$ cat config.mk
export PLATFORM = sky130hd
export DESIGN_NAME = tcdm_bank_flat
export DESIGN_NICKNAME = d
export VERILOG_FILES = /design/src/rtl/tcdm_pkg.sv /design/src/rtl/tcdm_bank_if.sv /design/src/rtl/tcdm_bank.sv /design/src/flat_wrapper.sv
export VERILOG_INCLUDE_DIRS = /design/src /design/src/rtl
export SDC_FILE = /design/constraint.sdc
export NUM_CORES = 2
export LEC_CHECK = 0
export BUFFER_PORTS_ARGS = -buffer_cell sky130_fd_sc_hd__buf_2
export CORE_MARGIN = 2
export CORE_UTILIZATION = 25
export CTS_CLUSTER_SIZE = 10
export DETAILED_ROUTE_END_ITERATION = 10
export PLACE_DENSITY = 0.4
export REMOVE_ABC_BUFFERS = 1
export SYNTH_ARGS = -nofsm -noshare
export SYNTH_HDL_FRONTEND = slang
export SYNTH_SLANG_ARGS = --single-unit
$ cat constraint.sdc
create_clock -name clk_i -period 5.27 [get_ports clk_i]
set_input_delay 0.2635 -clock clk_i [delete_from_list [all_inputs] [get_ports clk_i]]
set_output_delay 0.2635 -clock clk_i [all_outputs]
set_load 0.01 [all_outputs]
$ cat src/rtl/tcdm_defines.svh
`ifndef TCDM_DEFINES_SVH
`define TCDM_DEFINES_SVH

//******************************
// Memory organisation
//******************************

// Word-interleaved banks
`define TCDM_NB_BANKS    4
`define TCDM_BANK_WORDS  64   // Rows per bank

//******************************
// Bus widths
//******************************

`define TCDM_DATA_WIDTH  32
`define TCDM_BE_WIDTH    (`TCDM_DATA_WIDTH / 8)
`define TCDM_ADDR_WIDTH  32   // APB byte address

// Byte-address bit that selects the test-and-set alias
`define TCDM_TAS_BIT     12

`endif

$ cat src/rtl/tcdm_pkg.sv
`include "tcdm_defines.svh"

package tcdm_pkg;

    //******************************
    // Data path types
    //******************************

    typedef logic [`TCDM_DATA_WIDTH-1:0] tcdm_word_t;
    typedef logic [`TCDM_BE_WIDTH-1:0]   tcdm_be_t;

    //******************************
    // Address types
    //******************************

    // Word address over the whole memory
    typedef logic [$clog2(`TCDM_NB_BANKS * `TCDM_BANK_WORDS)-1:0] tcdm_waddr_t;

    typedef logic [$clog2(`TCDM_NB_BANKS)-1:0]   tcdm_bank_sel_t;  // Low word-address bits
    typedef logic [$clog2(`TCDM_BANK_WORDS)-1:0] tcdm_bank_addr_t; // Row inside a bank

    // Bridge FSM
    typedef enum logic [1:0] {
        IDLE,   // Waiting for an access phase
        RESP,   // Bank request out, waiting for rvalid
        REQ     // Completion cycle, PREADY is out
    } apb_state_e;

endpackage

$ cat src/rtl/tcdm_bank_if.sv
`timescale 1ns/10ps
`include "tcdm_defines.svh"

interface tcdm_bank_if (
    input logic clk_i
);
    import tcdm_pkg::*;

    // Request, req is a one-cycle strobe
    logic        req;
    logic        we;
    logic        tas;    // Atomic read that leaves all ones
    tcdm_waddr_t waddr;  // Word address, or bank row on the bank side
    tcdm_word_t  wdata;
    tcdm_be_t    be;

    // Response, one cycle after req
    logic        rvalid;
    tcdm_word_t  rdata;

    modport master (
        input  clk_i,
        output req, we, tas, waddr, wdata, be,
        input  rvalid, rdata
    );

    modport slave (
        input  clk_i,
        input  req, we, tas, waddr, wdata, be,
        output rvalid, rdata
    );

    // Response driver toward the requester
    modport resp (
        input  clk_i,
        output rvalid, rdata
    );

endinterface

$ cat src/rtl/tcdm_bank.sv
`timescale 1ns/10ps
`include "tcdm_defines.svh"

module tcdm_bank (
    input  logic       clk_i,
    input  logic       rst_n_i,

    tcdm_bank_if.slave bank_bus
);
    import tcdm_pkg::*;

    tcdm_word_t      mem_q [`TCDM_BANK_WORDS];
    tcdm_bank_addr_t row;
    logic            wr_en;
    logic            rd_en;

    // Row sits in the low bits of the shared address field
    assign row   = bank_bus.waddr[$bits(tcdm_bank_addr_t)-1:0];
    assign wr_en = bank_bus.req && (bank_bus.we || bank_bus.tas);
    assign rd_en = bank_bus.req && !bank_bus.we;

    //******************************
    // Storage
    //******************************

    // Byte-enable write, test-and-set stores the all-ones word from the bridge
    always_ff @(posedge clk_i) begin
        if (wr_en) begin
            for (int b = 0; b < `TCDM_BE_WIDTH; b++) begin
                if (bank_bus.be[b]) begin
                    mem_q[row][8*b +: 8] <= bank_bus.wdata[8*b +: 8];
                end
            end
        end
    end

    // Old word out, even when the same edge overwrites it
    always_ff @(posedge clk_i) begin
        if (rd_en) begin
            bank_bus.rdata <= mem_q[row];
        end
    end

    //******************************
    // Response
    //******************************

    always_ff @(posedge clk_i) begin
        if (!rst_n_i) begin
            bank_bus.rvalid <= 1'b0;
        end else begin
            bank_bus.rvalid <= bank_bus.req;  // Fixed one-cycle latency
        end
    end

    // Test-and-set only comes as a read
    assert property (@(posedge clk_i) disable iff (!rst_n_i)
        bank_bus.req |-> !(bank_bus.tas && bank_bus.we));

endmodule

$ cat src/flat_wrapper.sv
// flat-port wrapper written by rule: the top's interface ports become plain ports
module tcdm_bank_flat import tcdm_pkg::*;
  (clk_i, rst_n_i, bank_bus_req, bank_bus_we, bank_bus_tas, bank_bus_waddr, bank_bus_wdata, bank_bus_be, bank_bus_rvalid, bank_bus_rdata);
  tcdm_bank_if bank_bus_i (.clk_i(clk_i));
  input  logic clk_i;
  input  logic rst_n_i;
  input wire logic [$bits(bank_bus_i.req)-1:0] bank_bus_req;
  input wire logic [$bits(bank_bus_i.we)-1:0] bank_bus_we;
  input wire logic [$bits(bank_bus_i.tas)-1:0] bank_bus_tas;
  input wire logic [$bits(bank_bus_i.waddr)-1:0] bank_bus_waddr;
  input wire logic [$bits(bank_bus_i.wdata)-1:0] bank_bus_wdata;
  input wire logic [$bits(bank_bus_i.be)-1:0] bank_bus_be;
  output wire logic [$bits(bank_bus_i.rvalid)-1:0] bank_bus_rvalid;
  output wire logic [$bits(bank_bus_i.rdata)-1:0] bank_bus_rdata;
  assign bank_bus_i.req = bank_bus_req;
  assign bank_bus_i.we = bank_bus_we;
  assign bank_bus_i.tas = bank_bus_tas;
  assign bank_bus_i.waddr = bank_bus_waddr;
  assign bank_bus_i.wdata = bank_bus_wdata;
  assign bank_bus_i.be = bank_bus_be;
  assign bank_bus_rvalid = bank_bus_i.rvalid;
  assign bank_bus_rdata = bank_bus_i.rdata;
  tcdm_bank u_core (.clk_i(clk_i), .rst_n_i(rst_n_i), .bank_bus(bank_bus_i));
endmodule
After elaboration in Yosys (flattened, before gate mapping):

Memories as Yosys holds them, arrays and structs flattened. A register that Yosys moved wholly into a read port is not among the register bits.
Index checks and enable logic that the tools add are counted.

* reductions and logical operators: 4
* muxes and demuxes: 12

Operators by type and width (number)
* 1-bit two-way mux: 12
* 1-bit logical AND: 2
* 1-bit zero test: 1
* 1-bit logical OR: 1

* bits of input ports: 49
* register bits: 1
* memories kept: 1
* memory bits (writable): 2048
* output and inout bits: 33
* word-level logic and storage cells: 18

Memories
* u_core.mem_q: words 64, width 32, read ports 1, clocked after memory_dff 1, write ports 1, line tcdm_bank.sv:12 `` tcdm_word_t mem_q [`TCDM_BANK_WORDS]; ``

Logic depth before layout (Yosys ltp):

* depth in word-level cells: 4
* gate-level depth with buffers: 10
* mapped depth without buffers: 5

Least setup slack after synthesis:

Ideal clock, no wire load.

* kind: input to register
* start: input port bank_bus_waddr[2]
* end: memory u_core.mem_q[11][24] (netlist name) (enable)
* buffers on the path: 4
* arrival time: 1910 ps
* slack: 2989 ps
* cell stages on the path: 8
* setup time: 370 ps
* data required time: 4900 ps
* path through: buf_2 buf_4 inv_2 clkbuf_1 and2_1 clkbuf_1 nand3_1 nor2_1

RTL lines
* start: declaration: line flat_wrapper.sv:10 `input wire logic [$bits(bank_bus_i.waddr)-1:0] bank_bus_waddr;`
* end: declaration: line tcdm_bank.sv:12

No word-level cell before the write port.

Worst setup path in the final report:

* start: input port bank_bus_waddr[0]
* end: memory u_core.mem_q[17][4] (netlist name) (enable)

No word-level cell before the write port.

==> results_dict.tcl <==
set metrics [dict create \
    tritoncts "yes" \
    timing.fmax_mhz 290.9 \
    synth_top_area_share 0.7628 \
    pin_count 82 \
    fp.dieArea_mm2 0.3321 \
    synth-seq-cells 2081 \
    post_cts_resized 0 \
    rows 210 \
    grt_pass1_vias 46280 \
    worstReg2RegStart "u_core.mem_q[13][11]" \
    drive_above_1_share 0.1844 \
    synth_ff_type "edfxtp_1" \
    grt-ovfl-total 0 \
    hold_viol_final 0 \
    fin_nets 5136 \
    yosys.area.top_type "edfxtp_1" \
    fin_ws_ns 1.833 \
    hold_class "primary input to flip-flop" \
    via_per_inst 4.927 \
    synth_area_mm2 0.08188 \
    path_common_cell "nor2_1" \
    wl_mm 281.1 \
    vias 46940 \
    worst-path-max-fanout 49 \
    antenna_left 0 \
    hold_end "u_core.mem_q[1][9]" \
    ff2ff_setup_slack_ns 2.51 \
    ys_seq_area_frac 0.7630 \
    numClockSinks 2081 \
    yosysUniqueCellTypes 63 \
    synth_area_leaders "edfxtp_1 76%, mux4_2 2.5%, a22oi_1 2.3%, a221oi_1 2.1%, mux2_2 2.0%" \
    synth_top_cells_by_count "2080 x edfxtp_1, 305 x nor2_1, 254 x a22oi_1" \
    synth-edff-count 2080 \
    synth.most_common_cell "edfxtp_1" \
    ir_drop_v 0.0002818 \
    outcome "finished clean" \
    leakage_nw 28.94 \
    critPathArrivalTime_ns 3.93 \
    synthToLayoutAreaGrowth_pct 16.19 \
    htree_levels 4 \
    drt-wirelength-per-cell_um 29.50 \
    synthArstFlopShare 0 \
    p_int_w 0.02740 \
    maxSlewViolCount 0 \
    seqPwrFrac 0.520 \
    filler_cell_count 32420 \
    fin_area_mm2 0.09514 \
    period_minus_slack_ns 3.437 \
    finalWeightedCongestion 0.7905 \
    worstRegToRegCells 5 \
    slowest_delay_ns 1.08 \
    pre_cts_ws_ns 1.115 \
    finalPower_w 0.03526 \
    grt_max_degree 133 \
    tightest_slew_ns 1.208 \
    dr.pass1.iters 6 \
    period_share 0.6522 \
    end_kind "flip-flop" \
    die_h_um 576.3 \
    path_class "primary input to flip-flop" \
    hold_start "bank_bus_wdata[9]" \
    r2r-end "u_core.bank_bus.rdata[11]" \
    coreArea_mm2 0.3266 \
    grt_pass1_wl_mm 386.0 \
    maxSlewHeadroom 0.1742 \
    powerDensity_mw_per_mm2 370.6 \
    ys_warn_count 0 \
    placed_area_mm2 0.08840 \
    port_buffers 79 \
    die_w_um 576.3 \
    clockRootBuffer "clkbuf_16" \
    final_util 0.2913 \
    drt_iter0_markers 4797 \
    hold_depth 2 \
    syn_area_per_cell_um2 16.78 \
    clk_pin_slew_ns 0.05 \
    drcViolationCount 0 \
    p_switching_w 0.007852 \
    cts_buffer_depth 4 \
    worstPathCellList "buf_8, nand2b_1, nor2_1, nand3_1, nor2_1" \
    clock_latency_ns 0.92 \
    clkPwrFrac 0.426 \
    grtUsageTotal 0.1648 \
    initial_core_util 0.2507 \
    dp_hpwl_mm 170.8 \
    power_frac_comb 0.054 \
    cp_slowest_cell "nor2_1" \
    finClkSkew_ns 0.06045 \
    antenna_found_initial 26 \
    cts_buffers 246 \
    syn_inst 4880 \
    switching_share 0.2227 \
    finalSetupViolCount 0 \
    rsz0062_at_grt "false" \
    required_ns 5.77 \
    maxCapViolCount 0 \
    start_kind "primary input" \
]
==> metrics by stage <==
step	std cells	TNS, ns	hold WS, ns
after CTS	9520	0	0.0005800
after detailed placement	9183	0	0.4745
after global placement	9183	0	0.4793
after floorplan	4490	-0.9024	0.3624
after global routing	9521	0	0.07145
final	9528	0	0.05173
==> kinds of logic after synthesis <==
kind of cell / count (synthesis) / share of synthesized area
buffers and inverters: 407 / 0.02176
muxes: 349 / 0.05895
and+or+nand+nor: 1047 / 0.06768
DFF: 2081 / 0.7630
AOI/OAI and AO/OA: 996 / 0.08857
==> final cells by class <==
| class | instances | area (um2) | share of cell area |
|---|---|---|---|
| Inverter | 17 | 76.32 | 0.0008022 |
| Antenna cell | 8 | 20.02 | 0.0002104 |
| Multi-Input combinational cell | 2392 | 17770 | 0.1867 |
| Tap cell | 4346 | 5438 | 0.05715 |
| Clock buffer | 298 | 6415 | 0.06743 |
| Sequential cell | 2081 | 62480 | 0.6567 |
| Timing Repair Buffer | 349 | 2658 | 0.02793 |
| Clock inverter | 37 | 286.5 | 0.003012 |
==> worst max-delay path, delay by kind of cell <==
kind / cells / cell delay (ns)
buffers and inverters: 1 / 0.39
and+or+nand+nor: 4 / 3.03
==> worst max-delay path by stage <==
stage,start,endpoint,cells after the start
after floorplan,bank_bus_waddr[1],u_core.bank_bus.rdata[1],5
after global placement,bank_bus_waddr[0],u_core.mem_q[25][3],5
after detailed placement,bank_bus_waddr[0],u_core.mem_q[9][6],5
after CTS,bank_bus_waddr[0],u_core.mem_q[17][4],5
after global routing,bank_bus_waddr[0],u_core.mem_q[25][0],5
final,bank_bus_waddr[0],u_core.mem_q[17][4],5
==> flip-flops by register name, summed over array words and instances (netlist names) <==
| name | cells |
|---|---|
| u_core.bank_bus.rvalid | 1 |
| u_core.bank_bus.rdata | 32 |
| u_core.mem_q | 2048 |
==> cell usage in the layout (no fill, tap or decap), types with 108 or more instances in the layout <==
cell type and n:
a22oi_1 254, mux2_2 144, nand2_1 194, mux2i_1 108, nor2_1 303, a21oi_1 179, nand3b_1 126, edfxtp_1 2080
clkbuf_16 249, buf_4 252, a221oi_1 193
==> power by group through the flow <==
stage	Combinational [W]	Sequential (W)	Clock [W]
4_1_cts	0.00195	0.0183	0.0154
3_3_place_gp	0.00193	0.0187	0
2_1_floorplan	0.000705	0.0187	0
6_report	0.00192	0.0183	0.0150
5_1_grt	0.00204	0.0183	0.0160
3_5_place_dp	0.00195	0.0187	0
==> routing by layer <==
layer | vias to the layer above | track usage | share of wire
met3 | 413 | 0.02547 | 0.056
met2 | 1548 | 0.2621 | 0.46
met4 | 2 | 0.04975 | 0.031
met5 | - | 0 | 0.000043
met1 | 24890 | 0.2308 | 0.45
li1 | 20090 | - | -
==> repair_timing <==
| item | CTS | global route |
|---|---|---|
| endpoints found under the hold margin | 1 | 0 |
| hold buffers | 2 | 0 |
| buffers inserted | 0 | 0 |
Note: power is estimated with default switching activity, not from simulation.
