$ cat src/rtl/tcdm_defines.svh
`ifndef TCDM_DEFINES_SVH
`define TCDM_DEFINES_SVH

//******************************
// Memory organisation
//******************************

// Word-interleaved banks
`define TCDM_NB_BANKS    4
`define TCDM_BANK_WORDS  64   // Rows per bank

//******************************
// Bus widths
//******************************

`define TCDM_DATA_WIDTH  32
`define TCDM_BE_WIDTH    (`TCDM_DATA_WIDTH / 8)
`define TCDM_ADDR_WIDTH  32   // APB byte address

// Byte-address bit that selects the test-and-set alias
`define TCDM_TAS_BIT     12

`endif

$ cat src/rtl/tcdm_pkg.sv
`include "tcdm_defines.svh"

package tcdm_pkg;

    //******************************
    // Data path types
    //******************************

    typedef logic [`TCDM_DATA_WIDTH-1:0] tcdm_word_t;
    typedef logic [`TCDM_BE_WIDTH-1:0]   tcdm_be_t;

    //******************************
    // Address types
    //******************************

    // Word address over the whole memory
    typedef logic [$clog2(`TCDM_NB_BANKS * `TCDM_BANK_WORDS)-1:0] tcdm_waddr_t;

    typedef logic [$clog2(`TCDM_NB_BANKS)-1:0]   tcdm_bank_sel_t;  // Low word-address bits
    typedef logic [$clog2(`TCDM_BANK_WORDS)-1:0] tcdm_bank_addr_t; // Row inside a bank

    // Bridge FSM
    typedef enum logic [1:0] {
        IDLE,   // Waiting for an access phase
        RESP,   // Bank request out, waiting for rvalid
        REQ     // Completion cycle, PREADY is out
    } apb_state_e;

endpackage

$ cat src/rtl/tcdm_bank_if.sv
`timescale 1ns/10ps
`include "tcdm_defines.svh"

interface tcdm_bank_if (
    input logic clk_i
);
    import tcdm_pkg::*;

    // Request, req is a one-cycle strobe
    logic        req;
    logic        we;
    logic        tas;    // Atomic read that leaves all ones
    tcdm_waddr_t waddr;  // Word address, or bank row on the bank side
    tcdm_word_t  wdata;
    tcdm_be_t    be;

    // Response, one cycle after req
    logic        rvalid;
    tcdm_word_t  rdata;

    modport master (
        input  clk_i,
        output req, we, tas, waddr, wdata, be,
        input  rvalid, rdata
    );

    modport slave (
        input  clk_i,
        input  req, we, tas, waddr, wdata, be,
        output rvalid, rdata
    );

    // Response driver toward the requester
    modport resp (
        input  clk_i,
        output rvalid, rdata
    );

endinterface

$ cat src/rtl/apb2tcdm.sv
`timescale 1ns/10ps
`include "tcdm_defines.svh"

module apb2tcdm (
    input  logic                        clk_i,
    input  logic                        rst_n_i,

    // APB slave
    input  logic [`TCDM_ADDR_WIDTH-1:0] paddr_i,
    input  logic                        psel_i,
    input  logic                        penable_i,
    input  logic                        pwrite_i,
    input  tcdm_pkg::tcdm_word_t        pwdata_i,
    input  tcdm_pkg::tcdm_be_t          pstrb_i,
    output tcdm_pkg::tcdm_word_t        prdata_o,
    output logic                        pready_o,
    output logic                        pslverr_o,

    tcdm_bank_if.master                 core_bus
);
    import tcdm_pkg::*;

    localparam int unsigned WORD_LSB = $clog2(`TCDM_DATA_WIDTH / 8);

    // Memory size in bytes without the alias bit
    localparam logic [`TCDM_ADDR_WIDTH-1:0] MEM_BYTES =
        `TCDM_NB_BANKS * `TCDM_BANK_WORDS * (`TCDM_DATA_WIDTH / 8);

    apb_state_e                  state_q;
    logic [`TCDM_ADDR_WIDTH-1:0] paddr_strip;
    logic                        access;
    logic                        in_range;
    logic                        tas_read;

    //******************************
    // Decode
    //******************************

    always_comb begin
        paddr_strip = paddr_i;
        paddr_strip[`TCDM_TAS_BIT] = 1'b0;  // Alias maps onto the plain word
    end

    assign access   = psel_i && penable_i;
    assign in_range = (paddr_strip < MEM_BYTES);
    assign tas_read = !pwrite_i && paddr_i[`TCDM_TAS_BIT]; // Alias writes are plain writes

    // Request straight from the held APB signals
    assign core_bus.req   = (state_q == IDLE) && access && in_range;
    assign core_bus.we    = pwrite_i;
    assign core_bus.tas   = tas_read;
    assign core_bus.waddr = paddr_i[WORD_LSB +: $bits(tcdm_waddr_t)];
    assign core_bus.wdata = tas_read ? {`TCDM_DATA_WIDTH{1'b1}} : pwdata_i;
    assign core_bus.be    = tas_read ? {`TCDM_BE_WIDTH{1'b1}} : pstrb_i;

    //******************************
    // FSM
    //******************************

    always_ff @(posedge clk_i) begin
        if (!rst_n_i) begin
            state_q   <= IDLE;
            pready_o  <= 1'b0;
            pslverr_o <= 1'b0;
        end else begin
            pready_o  <= 1'b0;
            pslverr_o <= 1'b0;
            unique case (state_q)
                IDLE: begin
                    if (access) begin
                        if (in_range) begin
                            state_q <= RESP;
                        end else begin
                            // Error response without a bank access
                            state_q   <= REQ;
                            pready_o  <= 1'b1;
                            pslverr_o <= 1'b1;
                        end
                    end
                end
                RESP: begin
                    if (core_bus.rvalid) begin
                        state_q  <= REQ;
                        pready_o <= 1'b1;
                    end
                end
                REQ:     state_q <= IDLE;  // Master drops PSEL or starts a new setup
                default: state_q <= IDLE;
            endcase
        end
    end

    // Read data captured with the bank answer
    always_ff @(posedge clk_i) begin
        if ((state_q == RESP) && core_bus.rvalid && !pwrite_i) begin
            prdata_o <= core_bus.rdata;
        end
    end

    //******************************
    // Checks
    //******************************

    // Banks only answer a request issued from IDLE
    assert property (@(posedge clk_i) disable iff (!rst_n_i)
        core_bus.rvalid |-> (state_q != IDLE));

    // Single-cycle req answered on the next cycle
    assert property (@(posedge clk_i) disable iff (!rst_n_i)
        core_bus.req |=> (core_bus.rvalid && !core_bus.req));

endmodule

$ cat src/flat_wrapper.sv
// flat-port wrapper written by rule: the top's interface ports become plain ports
module apb2tcdm_flat import tcdm_pkg::*;
  (clk_i, rst_n_i, paddr_i, psel_i, penable_i, pwrite_i, pwdata_i, pstrb_i, prdata_o, pready_o, pslverr_o, core_bus_req, core_bus_we, core_bus_tas, core_bus_waddr, core_bus_wdata, core_bus_be, core_bus_rvalid, core_bus_rdata);
  tcdm_bank_if core_bus_i (.clk_i(clk_i));
  input  logic clk_i;
  input  logic rst_n_i;
  input  logic [`TCDM_ADDR_WIDTH-1:0] paddr_i;
  input  logic psel_i;
  input  logic penable_i;
  input  logic pwrite_i;
  input  tcdm_pkg::tcdm_word_t pwdata_i;
  input  tcdm_pkg::tcdm_be_t pstrb_i;
  output tcdm_pkg::tcdm_word_t prdata_o;
  output logic pready_o;
  output logic pslverr_o;
  output wire logic [$bits(core_bus_i.req)-1:0] core_bus_req;
  output wire logic [$bits(core_bus_i.we)-1:0] core_bus_we;
  output wire logic [$bits(core_bus_i.tas)-1:0] core_bus_tas;
  output wire logic [$bits(core_bus_i.waddr)-1:0] core_bus_waddr;
  output wire logic [$bits(core_bus_i.wdata)-1:0] core_bus_wdata;
  output wire logic [$bits(core_bus_i.be)-1:0] core_bus_be;
  input wire logic [$bits(core_bus_i.rvalid)-1:0] core_bus_rvalid;
  input wire logic [$bits(core_bus_i.rdata)-1:0] core_bus_rdata;
  assign core_bus_req = core_bus_i.req;
  assign core_bus_we = core_bus_i.we;
  assign core_bus_tas = core_bus_i.tas;
  assign core_bus_waddr = core_bus_i.waddr;
  assign core_bus_wdata = core_bus_i.wdata;
  assign core_bus_be = core_bus_i.be;
  assign core_bus_i.rvalid = core_bus_rvalid;
  assign core_bus_i.rdata = core_bus_rdata;
  apb2tcdm u_core (.clk_i(clk_i), .rst_n_i(rst_n_i), .paddr_i(paddr_i), .psel_i(psel_i), .penable_i(penable_i), .pwrite_i(pwrite_i), .pwdata_i(pwdata_i), .pstrb_i(pstrb_i), .prdata_o(prdata_o), .pready_o(pready_o), .pslverr_o(pslverr_o), .core_bus(core_bus_i));
endmodule
$ cat config.mk
export PLATFORM = sky130hd
export DESIGN_NAME = apb2tcdm_flat
export DESIGN_NICKNAME = d
export VERILOG_FILES = /design/src/rtl/tcdm_pkg.sv /design/src/rtl/tcdm_bank_if.sv /design/src/rtl/apb2tcdm.sv /design/src/flat_wrapper.sv
export VERILOG_INCLUDE_DIRS = /design/src /design/src/rtl
export SDC_FILE = /design/constraint.sdc
export NUM_CORES = 1
export LEC_CHECK = 0
export BUFFER_PORTS_ARGS = -buffer_cell sky130_fd_sc_hd__buf_2
export CAP_MARGIN = 20
export CORE_ASPECT_RATIO = 0.5
export CORE_MARGIN = 2
export CORE_UTILIZATION = 35
export DETAILED_ROUTE_END_ITERATION = 10
export GPL_TIMING_DRIVEN = 0
export PLACE_DENSITY = 0.86
export SLEW_MARGIN = 0
export SYNTH_ARGS = -nofsm -noshare
export SYNTH_HDL_FRONTEND = slang
export SYNTH_SLANG_ARGS = --single-unit
$ cat constraint.sdc
create_clock -name clk_i -period 5.9 [get_ports clk_i]
set_clock_uncertainty 0.05 [all_clocks]
set_input_delay 0.295 -clock clk_i [delete_from_list [all_inputs] [get_ports clk_i]]
set_output_delay 0.295 -clock clk_i [all_outputs]
set_load 0.005 [all_outputs]
Yosys cells after proc, flatten, opt, wreduce, memory -nomap -nowiden. Cells that the tools add are included.

Output and inout bits: 81. Bits in writable memories: 0. Memories kept: 0. Bits in read-only memories: 0. Flip-flop bits (word level): 36. Bits in latches: 0.

Shift-type cells: 0. Multiplexer cells: 10. Multiply operators: 0. Add/subtract/negate cells: 0. Div/mod/pow operators: 0. Reductions and logical operators: 10. Bitwise logic cells: 0. Order comparisons: 1. Equal/unequal tests: 3.

Operator list (number): 32-bit by 11-bit less-than comparator with 1-bit output, second input constant (1); 32-bit two-way mux (1); 1-bit logical AND (6); 2-bit two-way mux (3); 4-bit two-way mux (1); 2-bit case mux with 2 select lines (1); 2-bit AND reduction (2); 1-bit two-way mux (3); 2-bit by 1-bit == test with 1-bit output, second input constant (1); 2-bit logical NOT (1); 2-bit by 1-bit != test with 1-bit output, second input constant (1); 2-bit != test, second input constant (1); 1-bit case mux with 2 select lines (1); 1-bit logical NOT (1).

Longest topological paths before layout.
Depth in word-level cells: 4. Mapped depth: 3.

Least setup slack after synthesis. OpenSTA, ideal clock, no wires.

Path type: reg-to-reg. Start point: register u_core.state_q[1]. End point: register u_core.prdata_o[0] (enable). Path slack: 3.411 ns. Data required time: 5.425 ns. Clock period less this slack: 2.489 ns. Path buffers: 0. Arrival time: 2.013 ns. Stages on the path, launching flop included: 3. Cell sequence: dfxtp_1 > and3b_1 > nor2b_1.

Cells in the longest elaborated chain, start to end: 3.

Ends and longest elaborated chain: start, declared (RTL line apb2tcdm.sv:29) `apb_state_e state_q;`; start signal, assigned (RTL line apb2tcdm.sv:62) `state_q <= IDLE;`; start signal, assigned (RTL line apb2tcdm.sv:72) `state_q <= RESP;`; start signal, assigned (RTL line apb2tcdm.sv:75) `state_q <= REQ;`; 2-bit by 1-bit == test with 1-bit output (RTL line apb2tcdm.sv:95) `if ((state_q == RESP) && core_bus.rvalid && !pwrite_i) begin`; 1-bit logical AND (2 in series) (RTL line apb2tcdm.sv:95); end signal, assigned (RTL line apb2tcdm.sv:96) `prdata_o <= core_bus.rdata;`; end, declared (RTL line apb2tcdm.sv:15) `output tcdm_pkg::tcdm_word_t prdata_o,`.

Every way passes these cells. A chain may end at the register's enable or synchronous reset.

Worst setup path after layout.
Start point: register u_core.state_q[1]. End point: register u_core.prdata_o[6] (enable).

The elaborated chain is that of the path after synthesis.

==> flow_summary.yaml <==
clock_tree:
  numCtsBuffers: 5
  clkTransAtPathRegs_ns: 0.07
  post_cts_buffers: 0
  cts.sinks: 36
  h-tree-depth: 2
  cts_root_buf: "clkbuf_8"
  hold_buffers: 0
  post_cts_resized: 0
  cts_tree: "done"
  clkLatencyLatePin_ns: 0.27
  ctsLongestPathBuffers: 2
synthesis:
  ys_seq_area_frac: 0.6910
  synth_fp_nets: 212
  ys_warn_count: 0
  synth_cell_type_count: 22
  yosys_register_bits: 36
  syn_avg_cell_area_um2: 14.21
  synth_adder_area_share: 0
  post_synth_mux_area_share: 0
  synthCells: 106
  synth_area_um2: 1506
  synth_top_family_by_area: "simple AND/OR/NAND/NOR gates"
  synth_xor_xnor_area_share: 0
  synth-simple-area-share: 0.2342
  synth_compound_area_frac: 0.01993
setup_path:
  crit_path_end_kind: "flop"
  startpoint_type: "flop"
  ff2ff_path_depth: 3
  critPathLaunch: "u_core.state_q[1]"
  worst_ep_arrival_time_ns: 1.71
  endpoint: "u_core.prdata_o[6]"
  path_max_fanout: 22
  r2r-start: "u_core.state_q[1]"
  r2r_slack_ns: 4.11
  criticalPathCategory: "flop to flop"
  cp.required_ns: 5.82
  r2r_end: "u_core.prdata_o[6]"
final_layout:
  finalNonFillerCells: 345
  diodes: 0
  finish.utilization: 0.6343
  drive_above_1_share: 0.6770
  finalInstanceArea_um2: 2552
  area_growth_pct: 69.44
  layout.nets: 396
global_routing:
  antenna_found_initial: 0
  grt_overflow: 0
  grt_usage: 0.1830
  grt_pass1_wl_um: 7100
  grt_max_degree: 23
  grt_pass1_vias: 1526
floorplanning:
  io_pins: 187
  die_w_um: 96.78
  dieArea_um2: 4877
  fp.dieH_um: 50.39
  row_count: 16
  start_util: 0.3744
  core_um2: 4024
power:
  peakVddDrop_v: 0.00009648
  power_leakage_nw: 1.269
  pwr_density_cell_nw_per_um2: 200.6
  total_power_uw: 511.9
timing:
  tightest_slew_ns: 0.6012
  layout_setup_ws_ns: 4.111
  holdWs_ns: 0.1404
  finalCriticalPeriod_ns: 1.789
  final-setup-viol-count: 0
  fmax_ghz: 0.5590
  grt_setup_unrepaired: "false"
  slew_headroom: 0.5974
  hold_violations: 0
  drv_slew: 0
  tns_ns: 0
  fin_crit_sh: 0.3032
drt:
  dr_wl_met2_um: 2614
  routed-via-count: 1473
  dr_wl_met3_um: 284
  top_layer_used: "met4"
  drt_iter0_drc: 57
  dr.pass1.iters: 4
  route.detailed.wl_per_inst_um: 13.31
  wl_um: 4593
  drtAntennaViolNets: 0
  post-route-drc-count: 0
  viasPerCell: 4.270
  wl_met1_um: 1643
flow_run:
  cap_violations: 0
status:
  outcome: "finished clean"
place:
  port_buffers: 176
  gp_congestion: 0.7243
  dp.cells: 337
  dp_hpwl_um: 3851
  dp_slack_ns: 4.087
  dpl_cell_area_um2: 2472
worst_hold_path:
  hold_class: "input port to flop"
where the power goes:
part	total [mW]	leakage, nW	switching (mW)	internal (mW)
registers	0.278	0.320	0.000300	0.278
logic	0.0752	0.909	0.0281	0.0471
clock network	0.159	0.0399	0.0766	0.0821
total	0.512	1.27	0.105	0.407
cells in the final DEF, fill, tap and decap left out, types with 2 or more instances in the layout:
cell      synthesis  layout
buf_2             0     176
nand2b_1         37      37
edfxtp_1         32      32
buf_4             9       9
clkbuf_1          3       5
clkbuf_8          0       5
dfxtp_1           4       4
a21oi_1           3       3
or4_4             2       2
nor4_1            2       2
synth_stat cells:
| cell | count | area share |
|---|---|---|
| and3b_1 | 1 | 0.0058 |
| nor4_1 | 2 | 0.0083 |
| nor2_4 | 1 | 0.0075 |
| buf_4 | 9 | 0.045 |
| or4_4 | 2 | 0.015 |
| and3_1 | 1 | 0.0042 |
| nand2_1 | 1 | 0.0025 |
| nor4bb_1 | 1 | 0.0066 |
| inv_1 | 1 | 0.0025 |
| nor3_2 | 1 | 0.0066 |
| edfxtp_1 | 32 | 0.64 |
| o21ai_0 | 1 | 0.0033 |
| nor3_1 | 1 | 0.0033 |
| clkbuf_1 | 3 | 0.0075 |
| and4_1 | 1 | 0.0058 |
| nor2_1 | 1 | 0.0025 |
| nor2b_1 | 1 | 0.0042 |
| dfxtp_1 | 4 | 0.053 |
| a21oi_1 | 3 | 0.010 |
| nand2b_1 | 37 | 0.15 |
| a41o_1 | 1 | 0.0066 |
| and4bb_2 | 1 | 0.0083 |
layout make-up:
type / instances / area [um2]
fill: 343 / 1471
sequential: 36 / 1041
timing repair buffer: 177 / 895.9
multi-input combinational: 57 / 385.4
buffer: 12 / 78.83
clock buffer: 7 / 76.32
tap: 54 / 67.56
clock inverter: 1 / 3.754
inverter: 1 / 3.754
worst min path at each step:
stage                                endpoint  cells after the start  slack (ns)                from
final                      u_core.prdata_o[3]                      1        0.14   core_bus_rdata[3]
after global placement     u_core.prdata_o[7]                      1        0.42   core_bus_rdata[7]
after global routing      u_core.prdata_o[14]                      1        0.12  core_bus_rdata[14]
after floorplan            u_core.prdata_o[0]                      0        0.34   core_bus_rdata[0]
after CTS                  u_core.prdata_o[7]                      1        0.14   core_bus_rdata[7]
after detailed placement  u_core.prdata_o[10]                      1        0.42  core_bus_rdata[10]
critical path: stages, from the launching register on:
cell and delay [ns]:
dfxtp_1 0.32, and3b_1 0.28, nor2b_2 0.55, buf_8 0.28
cell families after synthesis:
logic type | count (synthesis)
flip-flops | 36
AND/OR/NAND/NOR | 52
buffers and inverters | 13
AO/OA/AOI/OAI | 5
state kept, by name (all words and copies together), names as in the netlist:
name	flops
u_core.pslverr_o	1
u_core.pready_o	1
u_core.state_q	2
u_core.prdata_o	32
routing by layer:
| metal | vias up | GRT usage |
|---|---|---|
| li1 | 733 | - |
| met1 | 670 | 0.1886 |
| met2 | 64 | 0.3623 |
| met3 | 6 | 0.06267 |
| met4 | 0 | 0.04695 |
| met5 | - | 0 |
No activity file was read; power rests on OpenSTA's default activity.
